<file path="src/hw/compute_pkg.sv">
package compute_pkg;

    localparam int mem_depth = 256;

    // Word address into the instruction memory
    localparam int pc_width = 8;

    localparam logic [pc_width-1:0] start_addr = '0;

    // Each instruction walks through fetch, decode and commit once
    typedef enum logic [1:0] {
        phase_idle,
        phase_fetch,
        phase_decode,
        phase_commit
    } phase_t;

endpackage

</file>
<file path="src/hw/result.sv">
`timescale 1ns/1ps

module result (
    input  logic                             clk,
    input  logic                             rst_n,
    input  logic                             start,
    input  logic [31:0]                      alu_result,
    input  logic [compute_pkg::pc_width-1:0] next_pc,
    input  logic                             wr_en,
    input  logic [4:0]                       rd,
    input  logic [4:0]                       rs1,
    input  logic [4:0]                       rs2,
    input  logic                             is_ecall,
    input  logic                             illegal,
    input  logic [4:0]                       reg_addr,
    output logic [compute_pkg::pc_width-1:0] pc,
    output compute_pkg::phase_t              phase,
    output logic                             fetch_en,
    output logic                             capture,
    output logic [31:0]                      rs1_val,
    output logic [31:0]                      rs2_val,
    output logic [31:0]                      reg_data,
    output logic                             load_ready,
    output logic                             reg_ready,
    output logic                             finished_flag,
    output logic                             faulted_flag
);

    import compute_pkg::*;

    logic [31:0] regs [32];

    always_ff @(posedge clk) begin
        if (!rst_n) begin
            phase         <= phase_idle;
            pc            <= start_addr;
            finished_flag <= 1'b0;
            faulted_flag  <= 1'b0;
        end else begin
            case (phase)
                phase_idle: begin
                    if (start) begin
                        phase         <= phase_fetch;
                        pc            <= start_addr;
                        finished_flag <= 1'b0;
                        faulted_flag  <= 1'b0;
                    end
                end
                phase_fetch: begin
                    phase <= phase_decode;
                end
                phase_decode: begin
                    phase <= phase_commit;
                end
                phase_commit: begin
                    if (illegal) begin
                        faulted_flag <= 1'b1;
                        phase        <= phase_idle;
                    end else if (is_ecall) begin
                        finished_flag <= 1'b1;
                        phase         <= phase_idle;
                    end else begin
                        pc    <= next_pc;
                        phase <= phase_fetch;
                    end
                end
                default: begin
                    phase <= phase_idle;
                end
            endcase
        end
    end

    // Entry zero is never written, so x0 keeps its reset value of zero
    always_ff @(posedge clk) begin
        if (!rst_n) begin
            regs <= '{default: '0};
        end else if (phase == phase_commit && wr_en && rd != '0) begin
            regs[rd] <= alu_result;
        end
    end

    assign rs1_val  = regs[rs1];
    assign rs2_val  = regs[rs2];
    assign reg_data = regs[reg_addr];

    assign fetch_en   = (phase == phase_fetch);
    assign capture    = (phase == phase_decode);
    assign load_ready = (phase == phase_idle);
    assign reg_ready  = (phase == phase_idle);

    // A committed word either finishes or faults, never both
    assert property (@(posedge clk) disable iff (!rst_n)
        (phase == phase_commit) |-> !(illegal && is_ecall))
        else $error("committed word decoded as both ecall and illegal");

endmodule

</file>
<file path="config.mk">
export PLATFORM = sky130hd
export DESIGN_NAME = result
export DESIGN_NICKNAME = d
export VERILOG_FILES = /design/src/hw/compute_pkg.sv /design/src/hw/result.sv
export SDC_FILE = /design/constraint.sdc
export NUM_CORES = 2
export LEC_CHECK = 0
export BUFFER_PORTS_ARGS = -buffer_cell sky130_fd_sc_hd__buf_2
export CORE_MARGIN = 3
export CORE_UTILIZATION = 25
export DETAILED_ROUTE_END_ITERATION = 8
export PLACE_DENSITY = 0.43
export SLEW_MARGIN = 30
export SYNTH_ARGS = -nofsm -noshare
export SYNTH_HDL_FRONTEND = slang
export SYNTH_SLANG_ARGS = --single-unit
</file>
<file path="constraint.sdc">
create_clock -name clk -period 3.1 [get_ports clk]
set_input_delay 0.155 -clock clk [delete_from_list [all_inputs] [get_ports clk]]
set_output_delay 0.155 -clock clk [all_outputs]
set_load 0.05 [all_outputs]
</file>
[After elaboration in Yosys (flattened, before gate mapping)]
Index checks and enable logic that the tools add are counted.
Word-level totals
  register bits: 1036
  input bits: 66
  output and inout bits: 112
  logic and storage cells: 88
Operators by class
  order comparisons: 5
  equal/unequal tests: 8
  multiplexer cells: 26
  bitwise gates (word level): 4
  reduce and logical (&&, ||, !) cells: 9
Operators with widths (number)
  $bwmux W1024: 1
  $bmux W32 S5: 3
  $mux W32: 7
  $demux W32 S5: 1
  $ge A6 B6 Y1 const B: 4
  $mux W8: 3
  $not A5 Y6: 4
  $pmux W8 S2: 1
  $ne A2 B2 Y1 const B: 5
  $pmux W2 S4: 1
  $reduce_and A4 Y1: 2
  $lt A6 B1 Y1 const B: 1
  $mux W1: 6
  $reduce_bool A5 Y1: 1
  $eq A2 B2 Y1 const B: 2
  $pmux W1 S2: 2
  $logic_and A1 B1 Y1: 3
  $reduce_and A3 Y1: 1
  $eq A2 B1 Y1 const B: 1
  $logic_not A2 Y1: 1
  $mux W2: 1
  $reduce_bool A2 Y1: 1

[Logic depth before layout (Yosys ltp)]
  word-level depth: 6
  mapped depth: 8
  mapped depth without buffers: 7

[Worst setup path before layout]
OpenSTA, ideal clock, no wires.
  path type: reg-to-reg
  start: register phase[0]
  end: register pc[0] (netlist bit)
  library setup time: 0.076 ns
  arrival: 2.370 ns
  data required time: 3.024 ns
  path slack: 0.655 ns
  stages on the path, launching flop included: 8
  buffers on the path: 0
  clock period less this slack: 2.445 ns
  cell sequence: dfxtp_1 > inv_1 > ha_1 > nand2b_1 > o21ai_0 > a21oi_1 > nand3_1 > a21boi_0
Between the ends
  longest elaborated chain between the ends: 3
  elaborated cells on any way between the ends: 8
  classes of those cells: 4 x eq/ne; 1 x mux; 3 x reduce/logical
RTL lines
  from (decl): RTL line result.sv:17  | output compute_pkg::phase_t phase,
  from (signal assigned): RTL line result.sv:35  | phase <= phase_idle;
  from (signal assigned): RTL line result.sv:43  | phase <= phase_fetch;
  from (signal assigned): RTL line result.sv:50  | phase <= phase_decode;
  $logic_not A2 Y1 (*)
  net load_ready: RTL line result.sv:23  | output logic load_ready,
  $ne A2 B2 Y1 (no source line) or $reduce_bool A2 Y1 (tied branches)
  $reduce_and A4 Y1 (no source line)
  to (signal assigned): RTL line result.sv:36  | pc <= start_addr;
  to (signal assigned): RTL line result.sv:44  | pc <= start_addr;
  to (signal assigned): RTL line result.sv:63  | pc <= next_pc;
  to (decl): RTL line result.sv:16  | output logic [compute_pkg::pc_width-1:0] pc,
The timed path passes the listed nets; every way through them passes the cells marked *.
A chain may end at the register's enable or synchronous reset.

[Worst setup path after layout]
  start: register regs[951] (netlist bit)
  end: output port reg_data[23]
Between the ends
  longest elaborated chain between the ends: 3
RTL lines
  from (decl): RTL line result.sv:31  | logic [31:0] regs [32];
  from (signal, indexed assignment): RTL line result.sv:79  | regs[rd] <= alu_result;
  $bmux W32 S5: RTL line result.sv:85  | assign reg_data = regs[reg_addr];
  $mux W32 (not written as such) (2 in series): RTL line result.sv:85
  to (decl): RTL line result.sv:22  | output logic [31:0] reg_data,
Every way passes these cells. The select of a mux whose other input is x is not followed.

==> qor.yml <==
yosys:
  syn_inst: 8074
  yosys-top-cells-area: "dfxtp_1, mux2i_1, nand2_1"
  ys_seq_elements: 1036
  yosys.area.top_type: "dfxtp_1"
  ys_warn_count: 0
  ys_types: 37
  synth_area_per_cell_um2: 8.00
  netlist_area_um2: 64600
  synth_nets: 8145
  ys_seq_area_frac: 0.321
  yosys.area.top_type_share: 0.321
floorplanning:
  pin_count: 178
  start_util: 0.252
  dieArea_um2: 265000
  die_x_um: 514
  rows: 186
  core_area_um2: 257000
  die_h_um: 514
worst_setup_path:
  worst-path-buf-inv: 1
  cp.required_ps: 2940
  worstPathMaxFanout: 4
  crit_chain: "mux2i_1, a22o_1, nor3_1, a31oi_1, nand3_1, buf_2"
  crit_family: "simple AND/OR/NAND/NOR gates"
  cp-start-kind: "flip-flop"
  cp-end-kind: "primary output"
  worstPathArrival_ps: 2760
  crit_type: "reg -> out"
  cp_slowest_cell: "nor3_1"
  cpPeakStageDelay_ps: 550
layout:
  drive_gt1_frac: 0.104
  synthToLayoutAreaGrowth_pct: 17.6
  finalNetCount: 8102
  final_cell_mix: "nand2_1, mux2i_1, dfxtp_1, a21boi_0, nand3_1"
  final_common_cell: "nand2_1"
hold_path:
  worstHoldPathType: "in -> reg"
sta:
  relSlewSlack: 0.285
  slew_viol_final: 0
  finalSetupViolCount: 0
  tns_ps: 0
  hold_viol: 0
  tightest_slew_ps: 1070
  post-route-period-util: 0.939
  layout_min_cycle_time_ps: 2910
  rsz0062_at_grt: "false"
  fmax_mhz: 343
  finalClockSkew_ps: 26.2
  timing.final.ws_setup_ps: 189
clock_network:
  cts_tree: "done"
  clockBufferDepth: 3
  path_clk_slew_ps: 60
  clkLatencyLatePin_ps: 830
  cts-root-buf: "clkbuf_16"
  clock_sinks: 1036
  cts_buffers: 130
  htreeDepth: 4
  post_cts_resize_count: 0
drt:
  via_per_inst: 5.42
  dr.pass1.iters: 6
  routedWlPerCell_um: 28.5
  drcViolationCount: 0
  vias: 62600
  drtIter0Drc: 6008
  wl_mm: 329
  postRouteAntennaNets: 0
global_route:
  track_usage: 0.239
  overflow: 0
  grt_max_degree: 169
  grt_pass1_vias: 60800
  antenna_found_initial: 32
  grt_pass1_wl_mm: 463
power_and_ir_drop:
  vdd_ir_drop_max_v: 0.000343
  p_leak_nw: 28.3
  power_w: 0.0351
  powerDensity_nw_per_um2: 461
placed_design:
  place_congestion: 0.872
  dp_hpwl_mm: 208
  post-place-ws_ps: 388
  io_buffers: 177
job:
  maxCapViolCount: 0
run_status:
  status: "finished, final reports clean"
power breakdown:
group | leakage [nW] | switching, W | total [W] | internal, W
Sequential | 8.34 | 0.0000526 | 0.0134 | 0.0134
Clock | 2.13 | 0.00669 | 0.0159 | 0.00920
Combinational | 17.8 | 0.00395 | 0.00576 | 0.00181
layout make-up:
cell class                      count  area [um2]
Antenna cell                       17        42.5
Sequential cell                  1036       20700
Timing Repair Buffer              609        5920
Inverter                            3        11.3
Clock buffer                      199        3940
Tap cell                         3384        4230
Multi-Input combinational cell   6251       40700
Clock inverter                     36         390
Fill cell                       27400      181000
worst min-delay path: cells and delay by family:
family          cells  cell delay (ps)
compound gates      1              120
simple gates        2              420
buf+inv             1              230
final timing paths:
path | endpoint | slack, ps | cells past startpoint | from
max | reg_data[23] | 190 | 6 | regs[951]
min | regs[791] | 150 | 4 | rd[1]
max reg2reg | pc[0] | 220 | 7 | phase[1]
min reg2reg | pc[5] | 460 | 2 | pc[5]
synthesized netlist by cell type (all sizes together):
cell type,n
nand2,2313
mux2i,1537
dfxtp,1036
a21boi,1000
clkbuf,442
buf,342
nand3,309
a21oi,292
a22oi,288
a22o,192
nor3,103
a31oi,97
nor2,39
and2,35
nand2b,13
nor2b,9
ha,5
or2,4
and2b,3
and3,3
inv,3
o21ai,2
a21o,1
and3b,1
nand3b,1
nor4,1
o211a,1
o21a,1
o221ai,1
registers in the layout, summed over array words and instances, names as in the netlist:
name,cells
phase,2
finished_flag,1
regs,1024
faulted_flag,1
pc,8
cell families (layout without fill, tap and decap cells):
logic type / count (synthesis) / after routing / synth area share
other: 0 / 17 / 0
AOI/OAI and AO/OA: 1875 / 1875 / 0.208
muxes: 1537 / 1537 / 0.238
and+or+nand+nor: 2834 / 2834 / 0.176
DFF: 1036 / 1036 / 0.321
buffers and inverters: 787 / 847 / 0.0552
adders and majority gates: 5 / 5 / 0.000968
layer usage:
layer	up-vias	part of all wire	GRT usage
met5	-	0.00016	0
met4	8	0.060	0.133
met3	737	0.068	0.0452
met2	2545	0.45	0.380
met1	31200	0.42	0.303
li1	28100	-	-
metrics by stage:
stage / hold slack (ps) / instances / area, um2 / util
after floorplan: 300 / 8074 / 64600 / -
after global placement: 440 / 11200 / 71100 / 0.277
after detailed placement: 457 / 11200 / 71100 / 0.277
after CTS: 113 / 11500 / 75900 / 0.296
after global routing: 178 / 11500 / 76000 / 0.296
final: 154 / 11500 / 76000 / 0.296
repair_timing:
item / 4_1_cts / 5_1_grt
hold buffers: 55 / 0
buffers inserted: 0 / 0
endpoints found under the hold margin: 995 / 0
No activity file was read; power rests on OpenSTA's default activity.
