## src/hw/rv32_pkg.sv

```systemverilog
package rv32_pkg;

    localparam int xlen = 32;

    localparam logic [6:0] opc_op     = 7'b0110011;
    localparam logic [6:0] opc_op_imm = 7'b0010011;
    localparam logic [6:0] opc_lui    = 7'b0110111;
    localparam logic [6:0] opc_branch = 7'b1100011;
    localparam logic [6:0] opc_system = 7'b1110011;

    localparam logic [2:0] f3_add = 3'b000;
    localparam logic [2:0] f3_beq = 3'b000;
    localparam logic [2:0] f3_bne = 3'b001;

    localparam logic [6:0] f7_sub = 7'b0100000;

    // addi x0, x0, 0
    localparam logic [31:0] inst_nop = 32'h0000_0013;

    // One instruction word seen through the R, I and B formats
    typedef union packed {
        struct packed {
            logic [6:0] funct7;
            logic [4:0] rs2;
            logic [4:0] rs1;
            logic [2:0] funct3;
            logic [4:0] rd;
            logic [6:0] opcode;
        } r;
        struct packed {
            logic [11:0] imm12;
            logic [4:0]  rs1;
            logic [2:0]  funct3;
            logic [4:0]  rd;
            logic [6:0]  opcode;
        } i;
        struct packed {
            logic       imm_12;
            logic [5:0] imm_10_5;
            logic [4:0] rs2;
            logic [4:0] rs1;
            logic [2:0] funct3;
            logic [3:0] imm_4_1;
            logic       imm_11;
            logic [6:0] opcode;
        } b;
    } rv32_inst_t;

    typedef enum logic [1:0] {
        alu_add,
        alu_sub,
        alu_pass_b
    } alu_op_t;

endpackage
```

## src/hw/decode.sv

```systemverilog
`timescale 1ns/1ps

module decode (
    input  logic                      clk,
    input  logic                      rst_n,
    input  logic                      capture,
    input  logic [31:0]               inst_word,
    output rv32_pkg::alu_op_t         alu_op,
    output logic [4:0]                rs1,
    output logic [4:0]                rs2,
    output logic [4:0]                rd,
    output logic [rv32_pkg::xlen-1:0] imm,
    output logic                      use_imm,
    output logic                      wr_en,
    output logic                      is_branch,
    output logic                      branch_ne,
    output logic                      is_ecall,
    output logic                      illegal
);

    import rv32_pkg::*;

    rv32_inst_t inst_q;

    // Holds a nop until the first real fetch
    always_ff @(posedge clk) begin
        if (!rst_n) begin
            inst_q <= inst_nop;
        end else if (capture) begin
            inst_q <= inst_word;
        end
    end

    assign rs1 = inst_q.r.rs1;
    assign rs2 = inst_q.r.rs2;
    assign rd  = inst_q.r.rd;

    always_comb begin
        alu_op    = alu_add;
        imm       = '0;
        use_imm   = 1'b0;
        wr_en     = 1'b0;
        is_branch = 1'b0;
        branch_ne = 1'b0;
        is_ecall  = 1'b0;
        illegal   = 1'b0;

        case (inst_q.r.opcode)
            opc_op: begin
                if (inst_q.r.funct3 == f3_add && inst_q.r.funct7 == '0) begin
                    wr_en = 1'b1;
                end else if (inst_q.r.funct3 == f3_add && inst_q.r.funct7 == f7_sub) begin
                    alu_op = alu_sub;
                    wr_en  = 1'b1;
                end else begin
                    illegal = 1'b1;
                end
            end
            opc_op_imm: begin
                imm = {{20{inst_q.i.imm12[11]}}, inst_q.i.imm12};
                if (inst_q.i.funct3 == f3_add) begin
                    use_imm = 1'b1;
                    wr_en   = 1'b1;
                end else begin
                    illegal = 1'b1;
                end
            end
            opc_lui: begin
                // Upper 20 bits of the word sit where imm12, rs1 and funct3 are
                imm     = {inst_q.i.imm12, inst_q.i.rs1, inst_q.i.funct3, 12'b0};
                alu_op  = alu_pass_b;
                use_imm = 1'b1;
                wr_en   = 1'b1;
            end
            opc_branch: begin
                imm = {{19{inst_q.b.imm_12}}, inst_q.b.imm_12, inst_q.b.imm_11,
                       inst_q.b.imm_10_5, inst_q.b.imm_4_1, 1'b0};
                if (inst_q.b.funct3 == f3_beq) begin
                    is_branch = 1'b1;
                end else if (inst_q.b.funct3 == f3_bne) begin
                    is_branch = 1'b1;
                    branch_ne = 1'b1;
                end else begin
                    illegal = 1'b1;
                end
            end
            opc_system: begin
                // Only the plain ecall encoding, ebreak and csr ops fault
                if (inst_q.i.imm12 == '0 && inst_q.i.rs1 == '0 &&
                    inst_q.i.funct3 == '0 && inst_q.i.rd == '0) begin
                    is_ecall = 1'b1;
                end else begin
                    illegal = 1'b1;
                end
            end
            default: begin
                illegal = 1'b1;
            end
        endcase
    end

    // A fetch past the loaded program returns an undefined word
    assert property (@(posedge clk) disable iff (!rst_n)
        capture |-> !$isunknown(inst_word))
        else $error("captured an undefined instruction word");

endmodule

```

## config.mk

```make
export PLATFORM = sky130hd
export DESIGN_NAME = decode
export DESIGN_NICKNAME = d
export VERILOG_FILES = /design/src/hw/rv32_pkg.sv /design/src/hw/decode.sv
export SDC_FILE = /design/constraint.sdc
export NUM_CORES = 1
export LEC_CHECK = 0
export BUFFER_PORTS_ARGS = -buffer_cell sky130_fd_sc_hd__buf_4
export CAP_MARGIN = 40
export CORE_ASPECT_RATIO = 0.6
export CORE_UTILIZATION = 48
export CTS_BUF_LIST = sky130_fd_sc_hd__clkbuf_2
export DETAILED_ROUTE_END_ITERATION = 6
export GPL_TIMING_DRIVEN = 1
export PLACE_DENSITY = 0.89
export REMOVE_ABC_BUFFERS = 1
export SYNTH_ARGS = -nofsm -noshare
export SYNTH_HDL_FRONTEND = slang
export SYNTH_SLANG_ARGS = --single-unit
```

## constraint.sdc

```tcl
create_clock -name clk -period 2.1 [get_ports clk]
set_input_delay 0.42 -clock clk [delete_from_list [all_inputs] [get_ports clk]]
set_output_delay 0.42 -clock clk [all_outputs]
set_load 0.01 [all_outputs]
```

# After elaboration in Yosys (flattened, before gate mapping)
# Index checks and enable logic that the tools add are counted.
[classes]
n_mux = 23
n_addsub = 0
multipliers = 0
n_shift = 0
eq_ne = 7
magnitude_cmp = 0
div_mod_pow = 0
reduce_logical = 10
n_bitwise = 0
[ops]
columns = ["op", "n"]
rows = [
  ["$pmux 32 s3", 1],
  ["$eq 7x6->1 const B", 3],
  ["$mux 1", 18],
  ["$eq 7x7->1 const B", 2],
  ["$logic_not 12->1", 1],
  ["$logic_not 5->1", 2],
  ["$eq 7x5->1 const B", 1],
  ["$logic_not 7->1", 1],
  ["$logic_and 1x1->1", 5],
  ["$pmux 1 s5", 1],
  ["$pmux 2 s2", 1],
  ["$eq 3x1->1 const B", 1],
  ["$logic_not 3->1", 1],
  ["$pmux 1 s3", 1],
  ["$pmux 1 s2", 1],
]
[word_totals]
out_inout_bits = 55
reg_bits = 32
latchBits = 0
word_cells = 41
memories = 0
inputBits = 35
romBits = 0
mem_bits_rw = 0

# Longest topological paths before layout
[logic_depth]
depth_word = 6
mapped_depth = 6
depth_no_buf = 4

# Worst setup path before layout
# No wires, ideal clock.
[synth_timing]
path_kind = "register to output"
start = "register inst_q[6] (netlist bit)"
end = "output illegal"
arrival_ps = 1459
path_slack_ps = 221
path_stages_with_launch = 6
t_required_ps = 1680
path_buffers = 1
cell_sequence = "dfxtp_1 > and3b_2 > and3_1 > buf_2 > or3_1 > o211ai_1"
[synth_between]
elab_chain_cells = 2
word_cells_on_any_way = 6
cone_classes = "eq/ne: 5; mux: 1"
[synth_rtl]
columns = ["item", "line", "source"]
rows = [
  ["from (decl)", "decode.sv:23", "rv32_inst_t inst_q;"],
  ["from (signal assigned)", "decode.sv:28", "inst_q <= inst_nop;"],
  ["from (signal assigned)", "decode.sv:30", "inst_q <= inst_word;"],
  ["$eq 7x7->1, or another cell as far along", "decode.sv:48", "case (inst_q.r.opcode)"],
  ["$pmux 1 s5 *", "decode.sv:48", ""],
  ["to (decl)", "decode.sv:18", "output logic illegal"],
]
# Mark *: on every way between the ends. The rest lies on a longest branch, timed or not.

# Worst setup path after layout
[layout_timing]
start = "register inst_q[6] (netlist bit)"
end = "output imm[14] (netlist bit)"
[layout_between]
elab_chain_cells = 2
word_cells_on_any_way = 4
cone_classes = "eq/ne: 3; mux: 1"
[layout_rtl]
columns = ["item", "line", "source"]
rows = [
  ["$eq 7x7->1, or another cell as far along", "decode.sv:48", ""],
  ["$pmux 32 s3 *", "decode.sv:48", ""],
  ["to (decl)", "decode.sv:12", "output logic [rv32_pkg::xlen-1:0] imm,"],
]
# Marks and branches as above.

==> results.toml <==
[global_route]
overflow = 0
grt_pass1_wl_mm = 7.728
first_global_vias = 1645
grt_max_degree = 33
use_met1 = 0.3548
grt_use_met3 = 0.07091
busiest_layer = "met2"
grt_use_total = 0.2538
use_met2 = 0.3733
antenna_found_initial = 0

[timing]
clock.fmax_mhz = 428.7
whs_ns = 0.2507
period_needed_ns = 2.333
rsz0062_at_grt = "true"
tns_ns = -6.810
hold_viol = 0
fin_ws_ns = -0.2325
finalClockSkew_ns = 0
tightestPinTransition_ns = 0.5466
slew_headroom = 0.6356
period_share = 1.111
setup_viol = 37
slew_violations = 0

[outcome]
violations = "setup timing"
status = "finished with violations"

[pwr]
powerDensity_nw_per_um2 = 510.2
vdd.ir_drop.worst_uv = 330.8
p_leak_nw = 1.386

[setup_path]
cp.arrival_ns = 1.91
crit_required_ns = 1.68
cp-start-kind = "register"
end_kind = "output pin"
cp_max_fo = 7
crit_type = "reg -> out"

[synth]
synthArstFlopShare = 0
synth_edf_count = 0
syn_avg_cell_area_um2 = 9.787
synth-seq-cells = 32
syn_area_um2 = 1869
synth_seq_area_share = 0.3427
yosysWarnings = 0
yosysUniqueCellTypes = 34
syn_inst = 191
synthFlopType = "dfxtp_1"

[layout]
largest_reg_flops = 32
syn2layout_area_growth_pct = 47.46
final_cell_mix = "buf_4, mux2i_1, nor2b_1"
n_antenna_cell = 0
top_regs = "inst_q: 32 flops"
final_common_cell = "buf_4"
nets = 310
layout-drive-gt1-share = 0.6014
regMostFlops = "inst_q"

[clock_tree]
cts_tree = "built"
hold_buffers = 0
ctsRootBufferMaster = "clkbuf_2"
numCtsBuffers = 5
clock_path_buffers = 2
htreeDepth = 2
clock_latency_ns = 0.37
cts.sinks = 32
clkTransAtPathRegs_ns = 0.20

[floorplanning]
num_io_pins = 90
start_util = 0.5051
die_y_um = 50.34
dieArea_um2 = 4156
core_um2 = 3701
die_w_um = 82.57
num_rows = 17

[drt]
drc = 0
ant_nets = 0
wl_per_cell_um = 16.15
vias_per_cell = 5.272
drt_pre_antenna_iters = 4
wl_mm = 5.217
vias = 1703
drtIter0Drc = 84

[worst_hold_path]
worstHoldPathType = "in -> reg"

[placed_design]
io_buffers = 89
place_congestion = 0.8652
place_hpwl_mm = 3.501

[flow_run]
drv_cap = 0
## cell type report
| class | count | area, µm² |
|---|---|---|
| repair buffers | 101 | 829.5 |
| multi-input cells | 135 | 1151 |
| clock buffers | 5 | 25.02 |
| flip-flops and latches | 32 | 668.1 |
| fillers | 263 | 944.7 |
| well taps | 47 | 58.81 |
| clock inverters | 3 | 23.77 |
## cell families (layout without fill, tap and decap cells)
logic type,count (synthesis),count (layout),synth area share
simple gates,70,73,0.2343
mux,32,32,0.1714
flops,32,32,0.3427
compound gates,30,30,0.1392
buf+inv,27,109,0.1124
## metal layers
| metal | part of all wire | up-vias | routed length (µm) |
|---|---|---|---|
| li1 | - | 827 | - |
| met4 | 0.0065 | 0 | 34 |
| met5 | 0 | - | 0 |
| met1 | 0.48 | 783 | 2493 |
| met2 | 0.42 | 86 | 2181 |
| met3 | 0.097 | 7 | 507 |
## Yosys cell counts (2+ instances only)
cell	n	area share
and2_1	3	0.010
dfxtp_1	32	0.34
nand3_1	2	0.0054
nor2b_1	29	0.097
buf_4	15	0.060
a22o_1	5	0.023
buf_6	2	0.012
buf_12	2	0.021
nor4_1	7	0.023
and2_2	6	0.024
nand2_1	5	0.010
a21o_2	19	0.089
buf_2	4	0.011
nor2_1	6	0.012
clkbuf_1	4	0.0080
mux2i_1	32	0.17
## final timing paths
path / start / endpoint / slack [ns] / cells after the start
worst max-delay path: inst_q[6] / imm[14] / -0.23 / 5
worst min-delay path: inst_word[0] / inst_q[0] / 0.25 / 3
worst max register to register: inst_q[11] / inst_q[11] / 1.25 / 3
worst min register to register: inst_q[4] / inst_q[4] / 0.55 / 2
## worst max-delay path: stages (launching register included)
cell and delay [ns]:
dfxtp_2 0.38, or3b_4 0.42, a21oi_4 0.26, and2_4 0.24
a21o_2 0.11, buf_6 0.10
## stage by stage
step / util / power (mW) / std cells / worst slack (ns) / area, µm²
4_1_cts: 0.7069 / 1.379 / 318 / -0.2170 / 2616
3_5_place_dp: 0.6548 / 1.042 / 305 / 0.1014 / 2424
6_report: 0.7448 / 1.406 / 323 / -0.2325 / 2756
2_1_floorplan: - / 0.8536 / 164 / 0.07560 / 1659
5_1_grt: 0.7448 / 1.470 / 323 / -0.3086 / 2756
3_3_place_gp: 0.6548 / 1.034 / 305 / 0.1529 / 2424
## report_power, final
group | internal [mW] | leakage, nW | switching, mW
sequential | 0.645 | 0.270 | 0.0519
combinational | 0.230 | 1.09 | 0.166
clock | 0.0828 | 0.0252 | 0.230
total | 0.958 | 1.39 | 0.448
## what timing repair did
item                                    in CTS  in global routing
setup buffers                                2                  5
gates cloned                                 3                  0
endpoints found under the setup margin      39                 38
pin swaps                                    4                  6
gates resized for setup                     29                 27
endpoints found under the hold margin        0                  0
(Power assumes the default switching activity.)
