File: src/hw/compute_pkg.sv
package compute_pkg;

    localparam int mem_depth = 256;

    // Word address into the instruction memory
    localparam int pc_width = 8;

    localparam logic [pc_width-1:0] start_addr = '0;

    // Each instruction walks through fetch, decode and commit once
    typedef enum logic [1:0] {
        phase_idle,
        phase_fetch,
        phase_decode,
        phase_commit
    } phase_t;

endpackage

File: src/hw/rv32_pkg.sv
package rv32_pkg;

    localparam int xlen = 32;

    localparam logic [6:0] opc_op     = 7'b0110011;
    localparam logic [6:0] opc_op_imm = 7'b0010011;
    localparam logic [6:0] opc_lui    = 7'b0110111;
    localparam logic [6:0] opc_branch = 7'b1100011;
    localparam logic [6:0] opc_system = 7'b1110011;

    localparam logic [2:0] f3_add = 3'b000;
    localparam logic [2:0] f3_beq = 3'b000;
    localparam logic [2:0] f3_bne = 3'b001;

    localparam logic [6:0] f7_sub = 7'b0100000;

    // addi x0, x0, 0
    localparam logic [31:0] inst_nop = 32'h0000_0013;

    // One instruction word seen through the R, I and B formats
    typedef union packed {
        struct packed {
            logic [6:0] funct7;
            logic [4:0] rs2;
            logic [4:0] rs1;
            logic [2:0] funct3;
            logic [4:0] rd;
            logic [6:0] opcode;
        } r;
        struct packed {
            logic [11:0] imm12;
            logic [4:0]  rs1;
            logic [2:0]  funct3;
            logic [4:0]  rd;
            logic [6:0]  opcode;
        } i;
        struct packed {
            logic       imm_12;
            logic [5:0] imm_10_5;
            logic [4:0] rs2;
            logic [4:0] rs1;
            logic [2:0] funct3;
            logic [3:0] imm_4_1;
            logic       imm_11;
            logic [6:0] opcode;
        } b;
    } rv32_inst_t;

    typedef enum logic [1:0] {
        alu_add,
        alu_sub,
        alu_pass_b
    } alu_op_t;

endpackage
File: src/hw/execute.sv
`timescale 1ns/1ps

module execute (
    input  rv32_pkg::alu_op_t                alu_op,
    input  logic                             use_imm,
    input  logic [rv32_pkg::xlen-1:0]        imm,
    input  logic [rv32_pkg::xlen-1:0]        rs1_val,
    input  logic [rv32_pkg::xlen-1:0]        rs2_val,
    input  logic                             is_branch,
    input  logic                             branch_ne,
    input  logic [compute_pkg::pc_width-1:0] pc,
    output logic [rv32_pkg::xlen-1:0]        alu_result,
    output logic [compute_pkg::pc_width-1:0] next_pc
);

    import rv32_pkg::*;

    logic [xlen-1:0] operand_b;
    logic [xlen-1:0] word_offset;
    logic            taken;

    assign operand_b = use_imm ? imm : rs2_val;

    always_comb begin
        case (alu_op)
            alu_add:    alu_result = rs1_val + operand_b;
            alu_sub:    alu_result = rs1_val - operand_b;
            alu_pass_b: alu_result = operand_b;
            default:    alu_result = operand_b;
        endcase
    end

    // The pc counts words, so the byte offset drops its two low bits
    assign word_offset = {{2{imm[xlen-1]}}, imm[xlen-1:2]};

    assign taken = is_branch && ((rs1_val == rs2_val) != branch_ne);

    always_comb begin
        if (taken) begin
            next_pc = pc + word_offset[$bits(next_pc)-1:0];
        end else begin
            next_pc = pc + 1'b1;
        end
    end

    always_comb begin
        if (is_branch) begin
            assert final (imm[1:0] == 2'b00)
                else $error("branch offset is not word aligned");
        end
    end

endmodule

File: config.mk
export PLATFORM = sky130hd
export DESIGN_NAME = execute
export DESIGN_NICKNAME = d
export VERILOG_FILES = /design/src/hw/compute_pkg.sv /design/src/hw/rv32_pkg.sv /design/src/hw/execute.sv
export SDC_FILE = /design/constraint.sdc
export NUM_CORES = 1
export LEC_CHECK = 0
export BUFFER_PORTS_ARGS = -buffer_cell sky130_fd_sc_hd__buf_2
export CAP_MARGIN = 20
export CORE_MARGIN = 4
export CORE_UTILIZATION = 30
export DETAILED_ROUTE_END_ITERATION = 16
export GPL_TIMING_DRIVEN = 0
export SLEW_MARGIN = 5
export SYNTH_ARGS = -nofsm -noshare
export SYNTH_HDL_FRONTEND = slang
export SYNTH_SLANG_ARGS = --single-unit
export TNS_END_PERCENT = 50
File: constraint.sdc
create_clock -name vclk -period 17.3
set_clock_uncertainty 0.1 [all_clocks]
set_input_delay 5.19 -clock vclk [all_inputs]
set_output_delay 5.19 -clock vclk [all_outputs]
set_load 0.03 [all_outputs]
# Word-level counts from Yosys, hierarchy flattened
# Index checks and enable logic that the tools add are counted.
[totals]
regBits = 0
input_bits = 109
word_cells = 12
[op_classes]
add_sub_neg = 4
n_eq_ne = 3
mux = 3
reduce_logical = 2
[ops]
columns = ["op", "n"]
rows = [
  ["one-hot mux 32 bit (2 select lines)", 1],
  ["adder 32 bit", 1],
  ["equality test 32 bit", 1],
  ["2-to-1 mux 32 bit", 1],
  ["subtractor 32 bit", 1],
  ["adder 8 x 1 -> 8 bit (second input constant)", 1],
  ["adder 8 bit", 1],
  ["2-to-1 mux 8 bit", 1],
  ["equality test 2 x 1 -> 1 bit (second input constant)", 1],
  ["logical NOT 2 bit", 1],
  ["logical AND 1 bit", 1],
  ["!= test 1 bit", 1],
]

# Longest topological paths before layout
# Gate-level depths: netlist of the first run.
[logic_depth]
ltp_word = 4
ltp_mapped = 25

# Worst setup path before layout of the first run
# Ideal clock, no wire load.
[synth_timing]
path_kind = "input port to output port"
start = "input use_imm"
end = "output alu_result[28] (netlist bit)"
arrival_time_ns = 9.945
path_slack_ns = 2.065
path_stages = 23
n_path_buf = 6
cell_sequence = "buf_6 -> buf_6 -> buf_2 -> buf_2 -> buf_2 -> buf_2 -> mux2i_1 -> ha_1 -> o21ai_1 -> nor2_1 -> o21ai_1 -> nor3_2 -> a21oi_1 -> xor2_1 -> ha_1 -> nand2_1 -> o21ai_1 -> a211oi_1 -> nor3_1 -> a211oi_2 -> o31ai_1 -> nor4_1 -> a311oi_1"
[synth_via]
elab_chain_cells = 3
elab_cells_between_ends = 4
[synth_lines]
columns = ["item", "line", "text"]
rows = [
  ["start, declared", "execute.sv:5", "input logic use_imm,"],
  ["2-to-1 mux 32 bit *", "execute.sv:22", "assign operand_b = use_imm ? imm : rs2_val;"],
  ["subtractor 32 bit / adder 32 bit (equally long branches)", "execute.sv:27, execute.sv:26", ""],
  ["one-hot mux 32 bit (2 select lines) *", "execute.sv:25", "case (alu_op)"],
  ["end, declared", "execute.sv:12", "output logic [rv32_pkg::xlen-1:0] alu_result,"],
]
# Mark *: on every way between the ends. The rest lies on a longest branch, timed or not.

# Final worst setup path of the first run
[layout_timing]
start = "input use_imm"
end = "output alu_result[31] (netlist bit)"
# Same word-level chain as after synthesis.

==> summary.txt, run 1 <==
Global routing
  • Vias in the first global route: 4833
  • First-pass GRT wire length: 25700 um
  • Grt total ovfl: 0
  • Largest net degree at the start of global routing: 11
  • Total GRT Usage: 0.200
  • Initial antenna violation count: 0

Power
  • Sw frac: 0.634
  • Pleak: 0.00234 uW
  • Internal power: 101 uW
  • NetSw: 175 uW
  • PD cells: 54.7 mW/mm2
  • Clock share of power: 0
  • Logic pwr share: 1.000
  • Seq pwr share: 0
  • Max rail drop VDD: 0.0000184 V

Die
  • Die area: 0.0156 mm2
  • Die width: 125 um
  • Rows: 42
  • IO Pins: 149
  • Die height: 125 um
  • Effective utilization at floorplan: 0.307
  • Core ar.: 0.0133 mm2

Layout
  • Antenna Diode Count: 0
  • Most common cell after layout, fill and taps aside: buf_2
  • CLK BUF: 0
  • FFs & Latches: 0
  • Seq. cell area: 0 um2
  • Post-layout nets: 880
  • Commonest non-fill, non-tap cells in the layout: buf_2 (154), a21oi_1 (69), xor2_1 (61), nor2_1 (57), mux2i_1 (44)
  • Layout cells sized above 1: 0.240
  • Area delta synth->final: 23.4%

Worst setup path
  • Worst Setup SP: use_imm
  • Worst-path maximum fanout: 10
  • Type of origin of the critical path: input pin
  • CP most frequent cell: buf_2
  • CP Capture Type: output pin
  • Required @ worst endpoint: 12010 ps
  • Max incr delay on CP: 480 ps
  • Critical Path End: alu_result[31]
  • CP Class: in -> out
  • Arrival time worst endpoint: 11120 ps
  • CP max stage cell: nor3_2

Drt
  • Vias after detailed routing: 4974
  • DR pass1 iterations: 5
  • Highest metal used: met4
  • Via density: 5.50
  • ANT nets after route: 0
  • DRC viols: 0
  • Final WL: 16600 um
  • DR iter-0 viols: 407
  • Metal1 wirelength: 7330 um
  • WL/cell: 18.4 um
  • Met3 WL: 1050 um
  • Metal2 WL: 7700 um

STA
  • Worst Hold Slack: 10660 ps
  • Setup TNS: 0 ps
  • FMAX: 0.0609 GHz
  • Fin. max-slew vios: 0
  • Setup violators final: 0
  • Worst-Margin Slew: 991 ps
  • Max_slew headroom: 0.340
  • Final hold violation count: 0
  • RSZ-0062 raised after global routing: no
  • Final Cycle Share: 0.949
  • Fin crit period: 16410 ps

Logic synthesis
  • Mapped Area: 0.00409 mm2
  • Seq/Total Area, Yosys: 0
  • Mapped Cells: 581
  • Distinct cells, synth: 72
  • Top cell type's share of synthesized area: 0.131
  • Post-Syn Area per Cell: 7.03 um2
  • Post-synth top area cell: xor2_1
  • Syn_nets: 731
  • Warnings, synthesis: 0
  • Dominant cells by area after synthesis: xor2_1 (13%), ha_1 (12%), mux2i_1 (11%)

Worst hold path
  • Worst min-delay path category: in -> out

Placement
  • DP Wirelength: 14300 um
  • PortBufs: 147
  • Gpl congestion: 0.965

Flow run
  • Max-cap viol count: 0

Clock network
  • Post-CTS Resized: 0
  • Hold buffers post-CTS: 0
  • Post-CTS Setup Inserts: 0

Status
  • Outcome: finished clean
==> layer usage <==
layer	up-vias	GRT usage
li1	2448	-
met1	2289	0.264
met2	199	0.344
met3	38	0.0262
met4	0	0.0522
met5	-	0
==> cell families after synthesis <==
kind of cell	synth area share
AO/OA/AOI/OAI	0.255
XOR/XNOR	0.201
adder cells (fa/ha/maj)	0.129
buffers and inverters	0.0435
multiplexers	0.117
AND/OR/NAND/NOR	0.254
==> final cells by class <==
type / instances / area, um2
repair buffers: 147 / 736
multi-input cells: 540 / 3910
fillers: 1449 / 8250
inverters: 14 / 52.6
well taps: 176 / 220
plain buffers: 27 / 125
==> Yosys cell counts (all sizes together), types with 4 or more instances <==
| cell type | n |
|---|---|
| a31oi | 7 |
| o21a | 5 |
| clkbuf | 18 |
| o22ai | 4 |
| buf | 9 |
| nand2b | 6 |
| o31ai | 7 |
| o21bai | 6 |
| nand3 | 14 |
| a21oi | 70 |
| nand4 | 8 |
| and2 | 10 |
| xnor2 | 32 |
| nand2 | 32 |
| nor2 | 57 |
| mux2i | 45 |
| and3 | 4 |
| nor4 | 18 |
| o21ai | 19 |
| ha | 39 |
| nor3b | 8 |
| inv | 14 |
| nor3 | 25 |
| xor2 | 61 |
| a21o | 16 |
==> power groups by stage <==
| stage | Clock (uW) | Sequential (uW) | Combinational, uW |
|---|---|---|---|
| after floorplan | 0 | 0 | 195 |
| after global placement | 0 | 0 | 273 |
| after detailed placement | 0 | 0 | 274 |
| after CTS | 0 | 0 | 275 |
| after global routing | 0 | 0 | 302 |
| final | 0 | 0 | 276 |
==> worst max-delay path: cells and delay by family <==
| family | cells | cell delay (ps) |
|---|---|---|
| compound gates | 7 | 1490 |
| xor+xnor | 1 | 170 |
| simple gates | 7 | 1410 |
| buf+inv | 7 | 1900 |
| mux | 1 | 330 |
| fa+ha+maj | 2 | 630 |
==> worst min path at each step <==
stage,from,to,cells after the start
floorplan,pc[0],next_pc[0],1
finish,pc[0],next_pc[0],3
CTS,pc[0],next_pc[0],3
global placement,pc[0],next_pc[0],3
detailed placement,pc[0],next_pc[0],3
global route,pc[0],next_pc[0],3
==> metrics by stage <==
| stage | cell area (um2) | cells | util | setup WS (ps) | power [uW] |
|---|---|---|---|---|---|
| finish | 5040 | 904 | 0.379 | 887 | 276 |
| global route | 5040 | 904 | 0.379 | 510 | 302 |
| global placement | 5040 | 904 | 0.379 | 954 | 273 |
| detailed placement | 5040 | 904 | 0.379 | 895 | 274 |
| floorplan | 4090 | 581 | - | 2070 | 195 |
| CTS | 5040 | 904 | 0.379 | 865 | 275 |
(Power assumes the default switching activity.)
==> inputs of run 2 (changes only) <==
- BUFFER_PORTS_ARGS: -buffer_cell sky130_fd_sc_hd__buf_2 -> -buffer_cell sky130_fd_sc_hd__clkbuf_2
==> summary.txt, run 2 (synthesis results as in run 1) <==
Layout
  • CLK BUF: 0 (unchanged)
  • Commonest non-fill, non-tap cells in the layout: clkbuf_2 (147), a21oi_1 (69), xor2_1 (61), nor2_1 (57), mux2i_1 (44)
  • Area of the multi-input gates: 0.00391 mm2 (unchanged)
  • Layout cells sized above 1: 0.240 (unchanged)
  • Post-layout nets: 880 (unchanged)
  • Seq. cell area: 0 um2 (unchanged)
  • Area delta synth->final: 23.4% (unchanged)
  • Final core occ: 0.379 (unchanged)
  • Most common cell after layout, fill and taps aside: clkbuf_2
  • Antenna Diode Count: 0 (unchanged)
  • Fill cells: 1464 (+1.0%)
  • FFs & Latches: 0 (unchanged)

Drt
  • Via density: 5.48 (-0.38%)
  • ANT nets after route: 0 (unchanged)
  • WL/cell: 18.4 um (about the same)
  • DR pass1 iterations: 5 (unchanged)
  • Vias after detailed routing: 4955 (-0.38%)
  • DRC viols: 0 (unchanged)
  • Final WL: 16600 um (about the same)
  • DR iter-0 viols: 410 (+0.74%)

Power
  • Max rail drop VDD: 0.0000239 V (+30%)
  • PD cells: 54.8 mW/mm2 (about the same)
  • Pleak: 0.00237 uW (+1.5%)

Status
  • Outcome: finished clean

Die
  • Die area: 0.0156 mm2 (unchanged)
  • Die width: 125 um (unchanged)
  • Rows: 42 (unchanged)
  • Core ar.: 0.0133 mm2 (unchanged)
  • Die height: 125 um (unchanged)
  • Effective utilization at floorplan: 0.307 (unchanged)
  • IO Pins: 149 (unchanged)

STA
  • Fin. max-slew vios: 0 (unchanged)
  • Fin crit period: 16360 ps (-54.0 ps)
  • Worst-Margin Slew: 1080 ps (+85.9 ps)
  • Final hold violation count: 0 (unchanged)
  • Final Cycle Share: 0.946 (-0.00312)
  • Max_slew headroom: 0.282 (-0.0573)
  • RSZ-0062 raised after global routing: no
  • FMAX: 0.0611 GHz (+0.33%)
  • Setup violators final: 0 (unchanged)
  • Setup TNS: 0 ps (unchanged)

Worst setup path
  • Worst-path maximum fanout: 10 (unchanged)
  • Required @ worst endpoint: 12010 ps (about the same)
  • CP Capture Type: output pin
  • Type of origin of the critical path: input pin
  • Arrival time worst endpoint: 11070 ps (-50 ps)
  • CP Class: in -> out

Global routing
  • First-pass GRT wire length: 25300 um (-1.8%)
  • Vias in the first global route: 4695 (-2.9%)
  • Total GRT Usage: 0.198 (-0.00228)
  • Met2 global-route usage: 0.347 (+0.00254)
  • Gr busiest metal: met2
  • GR Layer Usage met3: 0.0257 (-0.000429)
  • Largest net degree at the start of global routing: 11 (unchanged)
  • Grt total ovfl: 0 (unchanged)
  • Initial antenna violation count: 0 (unchanged)
  • Met1 usage in global routing: 0.261 (-0.00269)

Clock network
  • Post-CTS Setup Inserts: 0 (unchanged)
  • Post-CTS Resized: 0 (unchanged)
  • Hold buffers post-CTS: 0 (unchanged)

Placement
  • Gpl congestion: 0.969 (+0.48%)
  • PortBufs: 147 (unchanged)
  • DP Wirelength: 14300 um (unchanged)

Worst hold path
  • Worst min-delay path category: in -> out
  • Hold worst-path end: next_pc[0]
  • Worst hold start: pc[0]
  • Hold path cells: 3 (unchanged)

Flow run
  • Max-cap viol count: 0 (unchanged)
-- run 2: changes by cell type in the layout (fill, tap and decap cells not counted), sizes merged --
cell | previous run | this run
buf | 156 | 9
clkbuf | 18 | 165
-- run 2: metal layers --
metal / wire length [um] / vias to the layer above / part of all wire
li1: - / 2445 / -
met1: 7230 / 2262 / 0.43
met2: 7840 / 223 / 0.47
met3: 1170 / 25 / 0.070
met4: 390 / 0 / 0.023
met5: 0 / - / 0
-- run 2: where the power goes --
group | total (uW) | internal [uW] | switching, uW
Combinational | 276 | 100 | 176
Sequential | 0 | 0 | 0
Clock | 0 | 0 | 0
Total | 276 | 100 | 176
-- run 2: worst max path at each step --
| stage | start | to | slack (ps) | cells after the start |
|---|---|---|---|---|
| after global placement | use_imm | alu_result[31] | 940 | 25 |
| after floorplan | use_imm | alu_result[28] | 2070 | 23 |
| after global routing | use_imm | alu_result[31] | 550 | 25 |
| final | use_imm | alu_result[31] | 940 | 25 |
| after CTS | use_imm | alu_result[31] | 920 | 25 |
| after detailed placement | use_imm | alu_result[31] | 930 | 25 |
-- run 2: cell type report --
type,count,area share
plain buffers,27,0.0248
repair buffers,147,0.146
multi-input cells,540,0.775
inverters,14,0.0104
well taps,176,0.0437
-- run 2: critical path: stages --
cell      delay, ps
buf_6           130
buf_6           170
buf_2           270
buf_2           360
buf_2           350
buf_2           390
mux2i_1         320
ha_1            270
o21ai_1          90
nor2_1          170
o21ai_1         170
nor3_2          460
and2_1          250
nor2_1           60
xor2_1          170
ha_1            340
a21oi_1         320
o21ai_0         170
a221o_1         360
a21oi_1         300
nand2_1          90
nor4bb_1        280
a31oi_1          70
nand3_1          90
clkbuf_2        210
-- run 2: metrics by stage --
step                      worst slack (ps)  area (um2)  cells  hold slack (ps)  total power [uW]
after floorplan                       2070        4090    581            10550               195
after global placement                 936        5040    904            10670               274
after detailed placement               934        5040    904            10670               274
after CTS                              918        5040    904            10670               275
after global routing                   553        5040    904            10720               300
final                                  941        5040    904            10670               276
